## config.mk

```make
export PLATFORM = sky130hd
export DESIGN_NAME = ntt_const_adder_flat
export DESIGN_NICKNAME = d
export VERILOG_FILES = /design/src/source/ntt_mem_pkg.sv /design/src/source/ntt_ctrl_pkg.sv /design/src/source/ntt_mem_if.sv /design/src/source/ntt_const_adder.sv /design/src/flat_wrapper.sv
export SDC_FILE = /design/constraint.sdc
export NUM_CORES = 1
export LEC_CHECK = 0
export BUFFER_PORTS_ARGS = -buffer_cell sky130_fd_sc_hd__buf_2
export CAP_MARGIN = 30
export CELL_PAD_IN_SITES_DETAIL_PLACEMENT = 1
export CELL_PAD_IN_SITES_GLOBAL_PLACEMENT = 1
export CORE_AREA = 10 10 368 370
export CTS_CLUSTER_DIAMETER = 60
export DETAILED_ROUTE_END_ITERATION = 10
export DIE_AREA = 0 0 378 380
export GPL_TIMING_DRIVEN = 0
export PLACE_DENSITY_LB_ADDON = 0.1
export SLEW_MARGIN = 20
export SYNTH_ARGS = -nofsm -noshare
export SYNTH_HDL_FRONTEND = slang
export SYNTH_SLANG_ARGS = --single-unit
```

## constraint.sdc

```tcl
create_clock -name clk -period 9.8 [get_ports clk]
set_input_delay 2.94 -clock clk [delete_from_list [all_inputs] [get_ports clk]]
set_output_delay 2.94 -clock clk [all_outputs]
set_load 0.05 [all_outputs]
```

## src/source/ntt_mem_pkg.sv

```systemverilog
/*
  Memory map, widths and word formats of the coefficient memory.
  Words 0 to 63 hold coefficients, 64 to 123 are scratch and the top
  four words are the control, enable, constant and status registers.
  Coefficients and shares are assumed to be below q when loaded.
*/

package ntt_mem_pkg;

    // ========================================
    // Widths and sizes
    // ========================================
    localparam int MEM_ADDR_W  = 7;
    localparam int MEM_DEPTH   = 2 ** MEM_ADDR_W;
    localparam int COEFF_W     = 24;
    localparam int BUS_DATA_W  = 64;
    localparam int LANE_W      = 2 * COEFF_W;
    localparam int ROW_W       = 384;
    localparam int NUM_LANES   = ROW_W / LANE_W;
    // Plain rows only fill the low four lanes
    localparam int PLAIN_LANES = 4;
    localparam int ROW_ADDR_W  = 4;

    // ========================================
    // Register addresses
    // ========================================
    localparam logic [MEM_ADDR_W-1:0] CTRL_REG   = 7'd124;
    localparam logic [MEM_ADDR_W-1:0] ENABLE_REG = 7'd125;
    localparam logic [MEM_ADDR_W-1:0] CONST_REG  = 7'd126;
    localparam logic [MEM_ADDR_W-1:0] STATUS_REG = 7'd127;

    // One bus word seen either as a single coefficient or as two shares
    typedef union packed {
        struct packed {
            logic [BUS_DATA_W-COEFF_W-1:0]   zero;
            logic [COEFF_W-1:0]              coeff;
        } plain;
        struct packed {
            logic [BUS_DATA_W-2*COEFF_W-1:0] zero;
            logic [COEFF_W-1:0]              share1;
            logic [COEFF_W-1:0]              share0;
        } masked;
    } coeff_word_u;

    // A row is eight lanes, each lane holds share 1 above share 0
    typedef logic [NUM_LANES-1:0][LANE_W-1:0] ntt_row_t;

endpackage

```

## src/source/ntt_ctrl_pkg.sv

```systemverilog
/*
  Control fields, modulus and run lengths of the constant-add engine.
  Only bit 0 of the control and enable words carries meaning.
  The constant register must hold a value below q.
*/

package ntt_ctrl_pkg;

    // Modulus used for every coefficient and share
    localparam int unsigned NTT_Q = 32'd8380417;

    // Control word bit that selects masked mode
    localparam int CTRL_MASKED_BIT = 0;

    // Enable word bit whose rising edge starts a run
    localparam int ENABLE_START_BIT = 0;

    // ========================================
    // Rows per run
    // ========================================
    // Plain mode packs four coefficient words per row
    localparam int ROWS_PLAIN = 16;

    // Masked mode packs eight coefficient words per row
    localparam int ROWS_MASKED = 8;

endpackage

```

## src/source/ntt_mem_if.sv

```systemverilog
/*
  Row traffic between the engine and the coefficient memory.
  Read data returns one cycle after rd_en, writes land in the same cycle.
  There is no back-pressure on either direction.
*/

`timescale 1ns/100ps

interface ntt_mem_if
    import ntt_mem_pkg::*;
();

    // Read request and the returned row
    logic                  rd_en;
    logic [ROW_ADDR_W-1:0] rd_addr;
    ntt_row_t              rd_data;

    // Write request with its row
    logic                  wr_en;
    logic [ROW_ADDR_W-1:0] wr_addr;
    ntt_row_t              wr_data;

    // Packing selector for both directions
    logic                  masked;

    modport engine (
        output rd_en, rd_addr, wr_en, wr_addr, wr_data, masked,
        input  rd_data
    );

    modport memory (
        input  rd_en, rd_addr, wr_en, wr_addr, wr_data, masked,
        output rd_data
    );

endinterface

```

## src/source/ntt_const_adder.sv

```systemverilog
/*
  Engine that adds the constant to every coefficient modulo q.
  In masked mode only share 0 is shifted, share 1 passes unchanged.
  Inputs and the constant are assumed below q, nothing checks this.
  A start edge that arrives during a run is ignored.
*/

`timescale 1ns/100ps

module ntt_const_adder
    import ntt_mem_pkg::*;
    import ntt_ctrl_pkg::*;
(
    input  logic                  clk,
    input  logic                  reset_n,
    input  logic                  zeroize,
    ntt_mem_if.engine             mem,
    input  logic [BUS_DATA_W-1:0] ctrl_word,
    input  logic [BUS_DATA_W-1:0] enable_word,
    input  logic [BUS_DATA_W-1:0] const_word,
    output logic                  done
);

    logic                  enable_q;
    logic                  start_edge;
    logic                  busy;
    logic                  masked_q;
    logic [COEFF_W-1:0]    const_q;
    logic                  rd_en_q;
    logic [ROW_ADDR_W-1:0] rd_addr_q;
    logic                  wr_en_q;
    logic [ROW_ADDR_W-1:0] wr_addr_q;
    logic [ROW_ADDR_W-1:0] last_row;

    // One modular add, inputs below q so one subtraction is enough
    function automatic logic [COEFF_W-1:0] add_mod(
        input logic [COEFF_W-1:0] a,
        input logic [COEFF_W-1:0] b
    );
        logic [COEFF_W:0] sum;
        sum = {1'b0, a} + {1'b0, b};
        if (sum >= (COEFF_W+1)'(NTT_Q)) begin
            sum = sum - (COEFF_W+1)'(NTT_Q);
        end
        return sum[COEFF_W-1:0];
    endfunction

    assign start_edge = enable_word[ENABLE_START_BIT] & ~enable_q;
    assign last_row   = masked_q ? ROW_ADDR_W'(ROWS_MASKED - 1)
                                 : ROW_ADDR_W'(ROWS_PLAIN - 1);

    assign mem.rd_en   = rd_en_q;
    assign mem.rd_addr = rd_addr_q;
    assign mem.wr_en   = wr_en_q;
    assign mem.wr_addr = wr_addr_q;
    assign mem.masked  = masked_q;

    // ========================================
    // Row sequencing
    // ========================================
    always_ff @(posedge clk or negedge reset_n) begin
        if (!reset_n) begin
            enable_q  <= 1'b0;
            busy      <= 1'b0;
            masked_q  <= 1'b0;
            const_q   <= '0;
            rd_en_q   <= 1'b0;
            rd_addr_q <= '0;
            wr_en_q   <= 1'b0;
            wr_addr_q <= '0;
            done      <= 1'b0;
        end else if (zeroize) begin
            enable_q  <= 1'b0;
            busy      <= 1'b0;
            masked_q  <= 1'b0;
            const_q   <= '0;
            rd_en_q   <= 1'b0;
            rd_addr_q <= '0;
            wr_en_q   <= 1'b0;
            wr_addr_q <= '0;
            done      <= 1'b0;
        end else begin
            enable_q <= enable_word[ENABLE_START_BIT];

            // The write trails its read by the memory read latency
            wr_en_q   <= rd_en_q;
            wr_addr_q <= rd_addr_q;

            if (start_edge && !busy) begin
                // Mode and constant stay fixed for the whole run
                busy      <= 1'b1;
                done      <= 1'b0;
                masked_q  <= ctrl_word[CTRL_MASKED_BIT];
                const_q   <= const_word[COEFF_W-1:0];
                rd_en_q   <= 1'b1;
                rd_addr_q <= '0;
            end else if (rd_en_q) begin
                if (rd_addr_q == last_row) begin
                    rd_en_q <= 1'b0;
                end else begin
                    rd_addr_q <= rd_addr_q + 1'b1;
                end
            end

            // Done follows the cycle of the last row write
            if (busy && wr_en_q && (wr_addr_q == last_row)) begin
                busy <= 1'b0;
                done <= 1'b1;
            end
        end
    end

    // ========================================
    // Lane arithmetic
    // ========================================
    always_comb begin
        mem.wr_data = '0;
        for (int i = 0; i < NUM_LANES; i++) begin
            if (masked_q) begin
                // Shifting share 0 alone shifts the masked value
                mem.wr_data[i][COEFF_W-1:0]      = add_mod(mem.rd_data[i][COEFF_W-1:0], const_q);
                mem.wr_data[i][LANE_W-1:COEFF_W] = mem.rd_data[i][LANE_W-1:COEFF_W];
            end else if (i < PLAIN_LANES) begin
                mem.wr_data[i][COEFF_W-1:0]      = add_mod(mem.rd_data[i][COEFF_W-1:0], const_q);
            end
        end
    end

endmodule

```

## src/flat_wrapper.sv

```systemverilog
// flat-port wrapper written by rule: the top's interface ports become plain ports
module ntt_const_adder_flat import ntt_mem_pkg::*; import ntt_ctrl_pkg::*;
  (clk, reset_n, zeroize, ctrl_word, enable_word, const_word, done, mem_rd_en, mem_rd_addr, mem_wr_en, mem_wr_addr, mem_wr_data, mem_masked, mem_rd_data);
  ntt_mem_if mem_i ();
  input  logic clk;
  input  logic reset_n;
  input  logic zeroize;
  input  logic [BUS_DATA_W-1:0] ctrl_word;
  input  logic [BUS_DATA_W-1:0] enable_word;
  input  logic [BUS_DATA_W-1:0] const_word;
  output logic done;
  output wire logic [$bits(mem_i.rd_en)-1:0] mem_rd_en;
  output wire logic [$bits(mem_i.rd_addr)-1:0] mem_rd_addr;
  output wire logic [$bits(mem_i.wr_en)-1:0] mem_wr_en;
  output wire logic [$bits(mem_i.wr_addr)-1:0] mem_wr_addr;
  output wire logic [$bits(mem_i.wr_data)-1:0] mem_wr_data;
  output wire logic [$bits(mem_i.masked)-1:0] mem_masked;
  input wire logic [$bits(mem_i.rd_data)-1:0] mem_rd_data;
  assign mem_rd_en = mem_i.rd_en;
  assign mem_rd_addr = mem_i.rd_addr;
  assign mem_wr_en = mem_i.wr_en;
  assign mem_wr_addr = mem_i.wr_addr;
  assign mem_wr_data = mem_i.wr_data;
  assign mem_masked = mem_i.masked;
  assign mem_i.rd_data = mem_rd_data;
  ntt_const_adder u_core (.clk(clk), .reset_n(reset_n), .zeroize(zeroize), .mem(mem_i), .ctrl_word(ctrl_word), .enable_word(enable_word), .const_word(const_word), .done(done));
endmodule
```

== Word level (Yosys, flattened, before mapping) ==
Cells that the tools add are included.
Storage, ports and cells
  register bits after elaboration: 38
  output and inout bits: 396
  logic and storage cells: 85
Cells by class
  add/sub/neg operators: 17
  order comparisons: 8
  equal/unequal tests: 3
  multiplexer cells: 38
  bitwise gates (word level): 2
  reductions and logical operators: 8
Operators with widths (number)
  $mux 24: 14
  $add 24x24->25: 8
  $ge 25x23->1 const B: 8
  $mux 48: 4
  $sub 24x23->24 const B: 8
  $mux 4: 6
  $mux 1: 14
  $eq 4x4->1: 2
  $reduce_bool 3->1: 2
  $add 4x1->4 const B: 1
  $logic_and 1x1->1: 3
  $ne 3x2->1 const B: 1
  $reduce_and 2->1: 1
  $reduce_bool 2->1: 1
  $and 1x1->1: 1
  $logic_not 1->1: 1
  $not 1->1: 1

== Logic depth before layout (Yosys ltp) ==
Gate-level depths: netlist of run 1.
  depth in word-level cells: 6
  gate-level depth with buffers: 14

== Least setup slack after synthesis of run 1 ==
Ideal clock, no wire load.
  path kind: input port to output port
  start point: input port mem_rd_data[240]
  end point: output port mem_wr_data[248]
  arrival time: 7.322 ns
  required time: 6.860 ns
  setup slack: -0.462 ns
  cell stages on the path: 12
  buffers on the path: 1
  cells stage by stage: ha_1 > fa_1 > a211oi_2 > o21ba_2 > o21bai_1 > xor2_1 > o21bai_1 > nor4_4 > a2111oi_1 > a21boi_2 > buf_4 > o41ai_1
Between the ends
  cells in the longest elaborated chain, start to end: 4
  elaborated cells on any way between the ends: 5
RTL lines
  from (decl): line flat_wrapper.sv:18  | input wire logic [$bits(mem_i.rd_data)-1:0] mem_rd_data;
  $add 24x24->25 (*): line ntt_const_adder.sv:41  | sum = {1'b0, a} + {1'b0, b};
  $sub 24x23->24 or $ge 25x23->1 (tied branches): line ntt_const_adder.sv:43, ntt_const_adder.sv:42
  $mux 24 (*): line ntt_const_adder.sv:42  | if (sum >= (COEFF_W+1)'(NTT_Q)) begin
  $mux 48 (*): line ntt_const_adder.sv:119  | if (masked_q) begin
  to (decl): line flat_wrapper.sv:16  | output wire logic [$bits(mem_i.wr_data)-1:0] mem_wr_data;
Mark *: on every way between the ends. The rest lies on a longest branch, timed or not.

== Worst setup path in the final report of run 1 ==
  start point: input port mem_rd_data[192]
  end point: output port mem_wr_data[199]
Same word-level chain as after synthesis.

==> results by group, run 1 <==
Yosys
  – Synth Cell Area: 0.0197 mm²
  – Top_reg_cell synth: dfrtp_1
  – Synth Area in Compound Gates: 0.301
  – Synth unique cells: 109
  – Post-synth top cells: nand2_1, a21oi_1, and2_1
  – Synth area leader: ha_1
  – Largest family of logic cells by synthesized area: simple AND/OR/NAND/NOR gates
  – Top cell type's share of synthesized area: 0.132
  – Sequential share of the synthesized area: 0.0482
  – Yosys warns: 0
  – Synth area leaders: ha_1, and2_1, a21oi_1
  – Count leader, synth: nand2_1
  – Post-synthesis simple-gate area fraction: 0.347
  – Post-synth EDFFs: 0
  – Post-synthesis average cell area: 6.89 µm²
  – Ys async rst share: 1.00
  – XOR/XNOR Fraction of Synth Area: 0.105
  – Post-Synthesis Cells: 2864
  – Synth Area in Adders: 0.141
  – Mux cell area share after synthesis: 0.0147
  – #FFs+latches synth: 38
  – Syn Nets: about 3.7k

Power
  – PwrDens: approximately 95 mW/mm²
  – P_sw: 0.00169 W
  – Reg power frac: 0.079
  – Maximum VDD drop: 0.0821 mV
  – Comb pwr share: 0.840
  – Leak pwr: 13.0 nW
  – Sw Ratio: 0.617
  – Internal power: around 0.0010 W
  – Clock power share: 0.080

Place
  – Dpl cell area: 0.0263 mm²
  – DP Wirelength: roughly 120000 µm
  – Number of port buffers: a little over 800
  – GPL Wtd Cong: 0.818

Die
  – Die height: 380 µm
  – Die area: 0.144 mm²
  – Num rows: 132
  – IO Pins: between 900 and 1k
  – Core area: between 0.1 and 0.15 mm²
  – Initial Util: 0.154
  – Chip width: approximately 380 µm

Route
  – Vias: 25.4k
  – Vias per inst: around 4.7
  – Pre-Repair DR Iteration Count: 5
  – Starting DRT DRC Count: approximately 1.3k
  – Post-DR wirelength/cell: approximately 25 µm
  – Final ANT Viol Nets: 0
  – Final WL: around 140000 µm
  – Residual DRC: 0

Timing
  – RSZ-0062 raised after global routing: true
  – Final min period: just under 10 ns
  – Slew @ Worst Pin: ~0.95 ns
  – Clk_skew: ~0.0043 ns
  – Peak Freq: about 100 MHz
  – Slew Limit Fails: 0
  – Final setup viols: 0
  – Hold Violations, Final: 0
  – Setup TNS Final: 0 ns
  – Final period utilization: 1.00
  – Max transition margin: 0.365

Clock network
  – Worst skew pair latency: 0.28 ns
  – Hold-fix buffers, CTS: 0
  – Number of H-tree levels: 2
  – Root buffer cell: clkbuf_16
  – Longest Clk Path Bufs: 2
  – Total clock sinks: 38
  – TritonCTS Buffers: 5
  – CTS tree: yes
  – Worst-path clk slew: around 0.060 ns

Finish
  – FILL cells: 15.9k
  – Layout cells sized above 1: 0.343
  – Layout Nets: between 4k and 5k
  – FF/Latch Area: just under 0.001 mm²
  – Area grow syn2layout: 45.6%
  – Design Area, Final: ~0.029 mm²
  – Multi-input gate area in the final layout: slightly below 0.02 mm²

GRT
  – First-pass GRT wire length: between 150000 and 200000 µm
  – Pin count of the biggest net entering global routing: 39
  – Initial antenna violation count: 46
  – GRT Total Usage: 0.181
  – Remaining global-route overflow: 0
  – Number of global-route vias before repair: around 26k

Worst setup path
  – CP Capture Type: primary output
  – Crit path max fanout: 8
  – Crit-path cells: buf_2 > ha_2 > fa_2 > buf_4 > xnor2_1 > nand3_1 > or4_1 > o211ai_1 > nor4_4 > buf_4 > buf_4 > or2_4 > a2111o_1 > o21ai_0 > buf_4
  – Worst EP arrival: 6.86 ns
  – WP buf/inv: 5
  – CP max stage delay: 0.61 ns
  – Worst Setup Path Type: in -> out
  – CP Data Required Time: 6.86 ns
  – CP max stage cell: or4_1
  – Critical Path Source Type: input port
  – Most used cell, CP: buf_4
  – Critical path's top delay family: simple AND/OR/NAND/NOR gates

Job
  – Max_cap viols: 0

Min path
  – HP Class: reg -> reg

Run status
  – Outcome: complete, no violations
==> final timing paths <==
path	from	end	slack [ns]	cells past startpoint
worst max-delay path	mem_rd_data[192]	mem_wr_data[199]	0.0002	15
worst min-delay path	u_core.mem.rd_en	u_core.mem.wr_en	0.55	1
worst max register to register	u_core.mem.masked	u_core.mem.masked	7.67	7
worst min register to register	u_core.mem.rd_en	u_core.mem.wr_en	0.55	1
max in group asynchronous	reset_n	u_core.const_q[17]	6.67	2
min in group asynchronous	reset_n	u_core.const_q[16]	2.63	1
==> area by class of cell <==
cell class / count / share of cell area
Antenna cell: 3 / 0.000261
Buffer: 128 / 0.0214
Clock buffer: 6 / 0.00483
Clock inverter: 2 / 0.00209
Inverter: 66 / 0.00862
Multi-Input combinational cell: 2624 / 0.678
Sequential cell: 38 / 0.0341
Tap cell: 1675 / 0.0729
Timing Repair Buffer: 892 / 0.178
==> cell usage in the layout, fill, tap and decap left out, types with 40 or more instances in the layout <==
cell	count
buf_2	766
nand2_1	264
and2_1	216
ha_1	205
a21oi_1	199
nor2_1	199
o21ai_0	144
xnor2_1	117
buf_4	107
nand3_1	92
xor2_1	92
a21o_1	83
nor3_1	83
clkbuf_1	72
inv_1	66
nand4_1	58
or3_1	48
o21a_1	40
and3_1	40
==> power by group through the flow <==
stage          Combinational (W)  Sequential [W]  Clock, W
2_1_floorplan            0.00146        0.000185         0
3_3_place_gp             0.00210        0.000239         0
3_5_place_dp             0.00211        0.000226         0
4_1_cts                  0.00222        0.000223  0.000224
5_1_grt                  0.00249        0.000220  0.000230
6_report                 0.00230        0.000217  0.000220
==> per-stage QoR <==
stage | power, W | hold slack, ns | worst slack (ns) | std cells | util
5_1_grt | 0.00294 | 0.600 | -0.115 | 5431 | 0.224
4_1_cts | 0.00267 | 0.559 | 0.00145 | 5404 | 0.215
2_1_floorplan | 0.00165 | 0.529 | 0.000540 | 2864 | -
3_3_place_gp | 0.00234 | 0.551 | -1.09 | 5346 | 0.202
6_report | 0.00274 | 0.552 | 0.000191 | 5434 | 0.224
3_5_place_dp | 0.00234 | 0.555 | -1.09 | 5357 | 0.204
==> per-layer routing <==
layer | up-vias | GRT usage | part of all wire
met4 | 24 | 0.0239 | 0.015
met2 | 538 | 0.299 | 0.46
met5 | - | 0 | 0.0010
met1 | 12300 | 0.248 | 0.47
li1 | 12400 | - | -
met3 | 86 | 0.0358 | 0.056
==> sequential cells by signal, summed over array words and instances (netlist names) <==
signal	cells
u_core.mem.masked	1
u_core.mem.rd_en	1
u_core.done	1
u_core.busy	1
u_core.enable_q	1
u_core.const_q	24
u_core.mem.wr_addr	4
u_core.mem.wr_en	1
u_core.mem.rd_addr	4
==> worst reg2reg max path, cell delays in order, from the launching register on <==
cell and delay, ns:
dfrtp_1 0.34, clkbuf_2 0.20, buf_12 0.18, clkbuf_1 0.51, clkbuf_2 0.37, buf_16 0.20
nand2_1 0.09, a21oi_1 0.16
==> cell families (layout without fill, tap and decap cells) <==
family                   Yosys count  after routing
flip-flops                        38             38
other                              0              3
XOR/XNOR                         237            237
multiplexers                      28             28
AND/OR/NAND/NOR                 1262           1262
buffers and inverters            202           1094
adder cells (fa/ha/maj)          217            217
AO/OA/AOI/OAI                    880            880
==> timing repair <==
item                                    4_1_cts  5_1_grt
buffers inserted                             39       31
cloned                                        0        1
resized for setup                           174      219
endpoints found under the setup margin      185      179
pin swaps                                    44       58
Power figures use the tool's default switching activity.
==> inputs of run 2 (changes only) <==
==> constraint.sdc (replaced) <==
create_clock -name clk -period 9.8 [get_ports clk]
set_input_delay 2.94 -clock clk [delete_from_list [all_inputs] [get_ports clk]]
set_output_delay 2.94 -clock clk [all_outputs]
set_load 0.005 [all_outputs]
==> run 2 against run 1 <==
Core utilization fell by 0.38 points. Power decreased by 19%. Largest power group unchanged. Largest cell class unchanged. Critical path depth stayed put.
==> results by group, run 2 (synthesis gave the netlist of run 1 again) <==
GRT
  – First-pass GRT wire length: 205000 µm (+5.2%)
  – Pin count of the biggest net entering global routing: 39 (unchanged)
  – Number of global-route vias before repair: 26.8k (+2.2%)
  – GRT Max-Usage Layer: met2
  – Remaining global-route overflow: 0 (unchanged)
  – Met2 usage: 0.345 (+0.0459)
  – Met3 global-route usage: 0.0364 (+0.000677)
  – Met1 global-route usage: 0.251 (+0.00247)
  – GRT Total Usage: 0.194 (+0.0128)
  – Initial antenna violation count: 84 (+83%)

Clock network
  – Hold-fix buffers, CTS: 0 (unchanged)
  – Worst skew pair latency: 0.31 ns (+0.03 ns)
  – Longest Clk Path Bufs: 2 (unchanged)
  – Total clock sinks: 38 (unchanged)
  – TritonCTS Buffers: 5 (unchanged)
  – Number of H-tree levels: 2 (unchanged)
  – CTS tree: yes
  – Root buffer cell: clkbuf_16
  – Worst-path clk slew: 0.07 ns (about the same)

Route
  – Residual DRC: 0 (unchanged)
  – Final ANT Viol Nets: 0 (unchanged)
  – Starting DRT DRC Count: 1279 (+1.2%)
  – Pre-Repair DR Iteration Count: 5 (unchanged)
  – Vias: 25.9k (+1.6%)
  – Post-DR wirelength/cell: 27.0 µm (+6.0%)
  – Final WL: 148000 µm (+6.6%)
  – Vias per inst: 4.73 (+1.1%)

Min path
  – HP Class: reg -> reg

Timing
  – Slew @ Worst Pin: 0.970 ns (+0.0173 ns)
  – Hold Violations, Final: 0 (unchanged)
  – Max transition margin: 0.354 (-0.0115)
  – Slew Limit Fails: 0 (unchanged)
  – Setup TNS Final: 0 ns (unchanged)
  – Peak Freq: 103 MHz (+1.1%)
  – Final setup margin: 0.103 ns (+0.103 ns)
  – Final min period: 9.70 ns (-0.103 ns)
  – RSZ-0062 raised after global routing: true
  – Clk_skew: 0.00951 ns (+0.00520 ns)
  – Final setup viols: 0 (unchanged)
  – WHS: 0.541 ns (-0.0104 ns)
  – Final period utilization: 0.989 (-0.0105)

Worst setup path
  – Crit-path cells: buf_2 > ha_1 > fa_1 > a211oi_2 > nor2_1 > xor2_1 > or3_1 > or3_1 > nor4_4 > a2111oi_4 > a21boi_2 > buf_4 > nor4_1 > nor3_1 > buf_2
  – CP Capture Type: primary output
  – CP max stage cell: fa_1
  – Critical Path Source Type: input port
  – CP Data Required Time: 6.86 ns (about the same)
  – Worst EP arrival: 6.76 ns (-0.10 ns)
  – Crit path max fanout: 10 (+2)
  – CP max stage delay: 0.46 ns (-0.15 ns)
  – Worst Setup Path Type: in -> out

Power
  – Leak pwr: 12.9 nW (-0.68%)
  – Total Power: 0.00221 W (-19%)
  – P_sw: 0.00124 W (-27%)
  – PwrDens: 78.1 mW/mm² (-18%)
  – Maximum VDD drop: 0.0497 mV (-39%)
  – Internal power: 0.000966 W (-7.9%)
  – Sw Ratio: 0.562 (-0.0549)
  – Reg power frac: 0.099 (+0.020)
  – Comb pwr share: 0.823 (-0.017)
  – Clock power share: 0.078 (-0.002)

Die
  – Core area: 0.128 mm² (unchanged)
  – Die height: 380 µm (unchanged)
  – IO Pins: 975 (unchanged)
  – Chip width: 378 µm (unchanged)
  – Die area: 0.144 mm² (unchanged)
  – Initial Util: 0.154 (unchanged)
  – Num rows: 132 (unchanged)

Finish
  – Design Area, Final: 0.0283 mm² (-1.7%)
  – Commonest non-fill, non-tap cell in the layout: buf_2
  – Layout Nets: 4563 (+0.26%)
  – Most frequent cells in the layout: buf_2, nand2_1, a21oi_1
  – Max reg flops: 24 (unchanged)
  – Layout cells sized above 1: 0.329 (-0.0146)
  – Largest Register: u_core.const_q
  – Area grow syn2layout: 43.1%

Place
  – GPL Wtd Cong: 0.837 (+2.4%)
  – Dpl cell area: 0.0262 mm² (-0.12%)
  – Number of port buffers: 807 (unchanged)
  – Place WS: -1.18 ns (-0.0867 ns)
  – DP Wirelength: 126000 µm (+7.9%)

Job
  – Max_cap viols: 0 (unchanged)

Run status
  – Outcome: complete, no violations
run 2: final cells by class:
cell class                 instances  area (µm²)
timing repair buffer             901        4970
multi-input combinational       2625       19200
antenna                           19        47.5
clock buffer                       6         129
sequential                        38         983
buffer                           130         609
inverter                          66         248
fill                           15900      100000
tap                             1675        2100
clock inverter                     2        10.0
run 2: final timing paths:
check                                  start                    end  slack, ns  cells past startpoint
max                         mem_rd_data[240]       mem_wr_data[260]       0.10                     15
min                              u_core.done            u_core.done       0.54                      2
max reg2reg                u_core.mem.masked      u_core.mem.masked       7.50                      6
min reg2reg                      u_core.done            u_core.done       0.54                      2
max in group asynchronous            reset_n      u_core.const_q[1]       6.63                      1
min in group asynchronous            reset_n  u_core.mem.wr_addr[3]       2.64                      1
run 2: metal layers:
layer / routed length [µm] / vias up
met5: 332 / -
met4: 1670 / 50
met3: 7780 / 133
met2: 71900 / 658
met1: 65800 / 12500
li1: - / 12500
run 2: what timing repair did:
item | CTS | global route
setup endpoints to repair | 181 | 144
setup buffers | 29 | 49
gates resized for setup | 101 | 151
pin swaps | 30 | 66
cloned | 1 | 0
endpoints found under the hold margin | 0 | 0
run 2: power groups by stage:
stage               Clock (W)  Combinational [W]  Sequential (W)
detailed placement          0            0.00167        0.000227
finish               0.000172            0.00181        0.000219
floorplan                   0           0.000979        0.000180
global route         0.000191            0.00200        0.000223
CTS                  0.000185            0.00175        0.000224
global placement            0            0.00165        0.000240
run 2: critical path, delay by kind of cell:
family	cells	cell delay, ns
XOR/XNOR	1	0.18
adder cells (fa/ha/maj)	2	0.70
AND/OR/NAND/NOR	6	1.74
buffers and inverters	3	0.53
AO/OA/AOI/OAI	3	0.65
run 2: stage by stage:
step,instances,utilization
6_report,5462,0.220
5_1_grt,5447,0.220
4_1_cts,5398,0.211
3_5_place_dp,5361,0.204
3_3_place_gp,5346,0.201
2_1_floorplan,2864,-
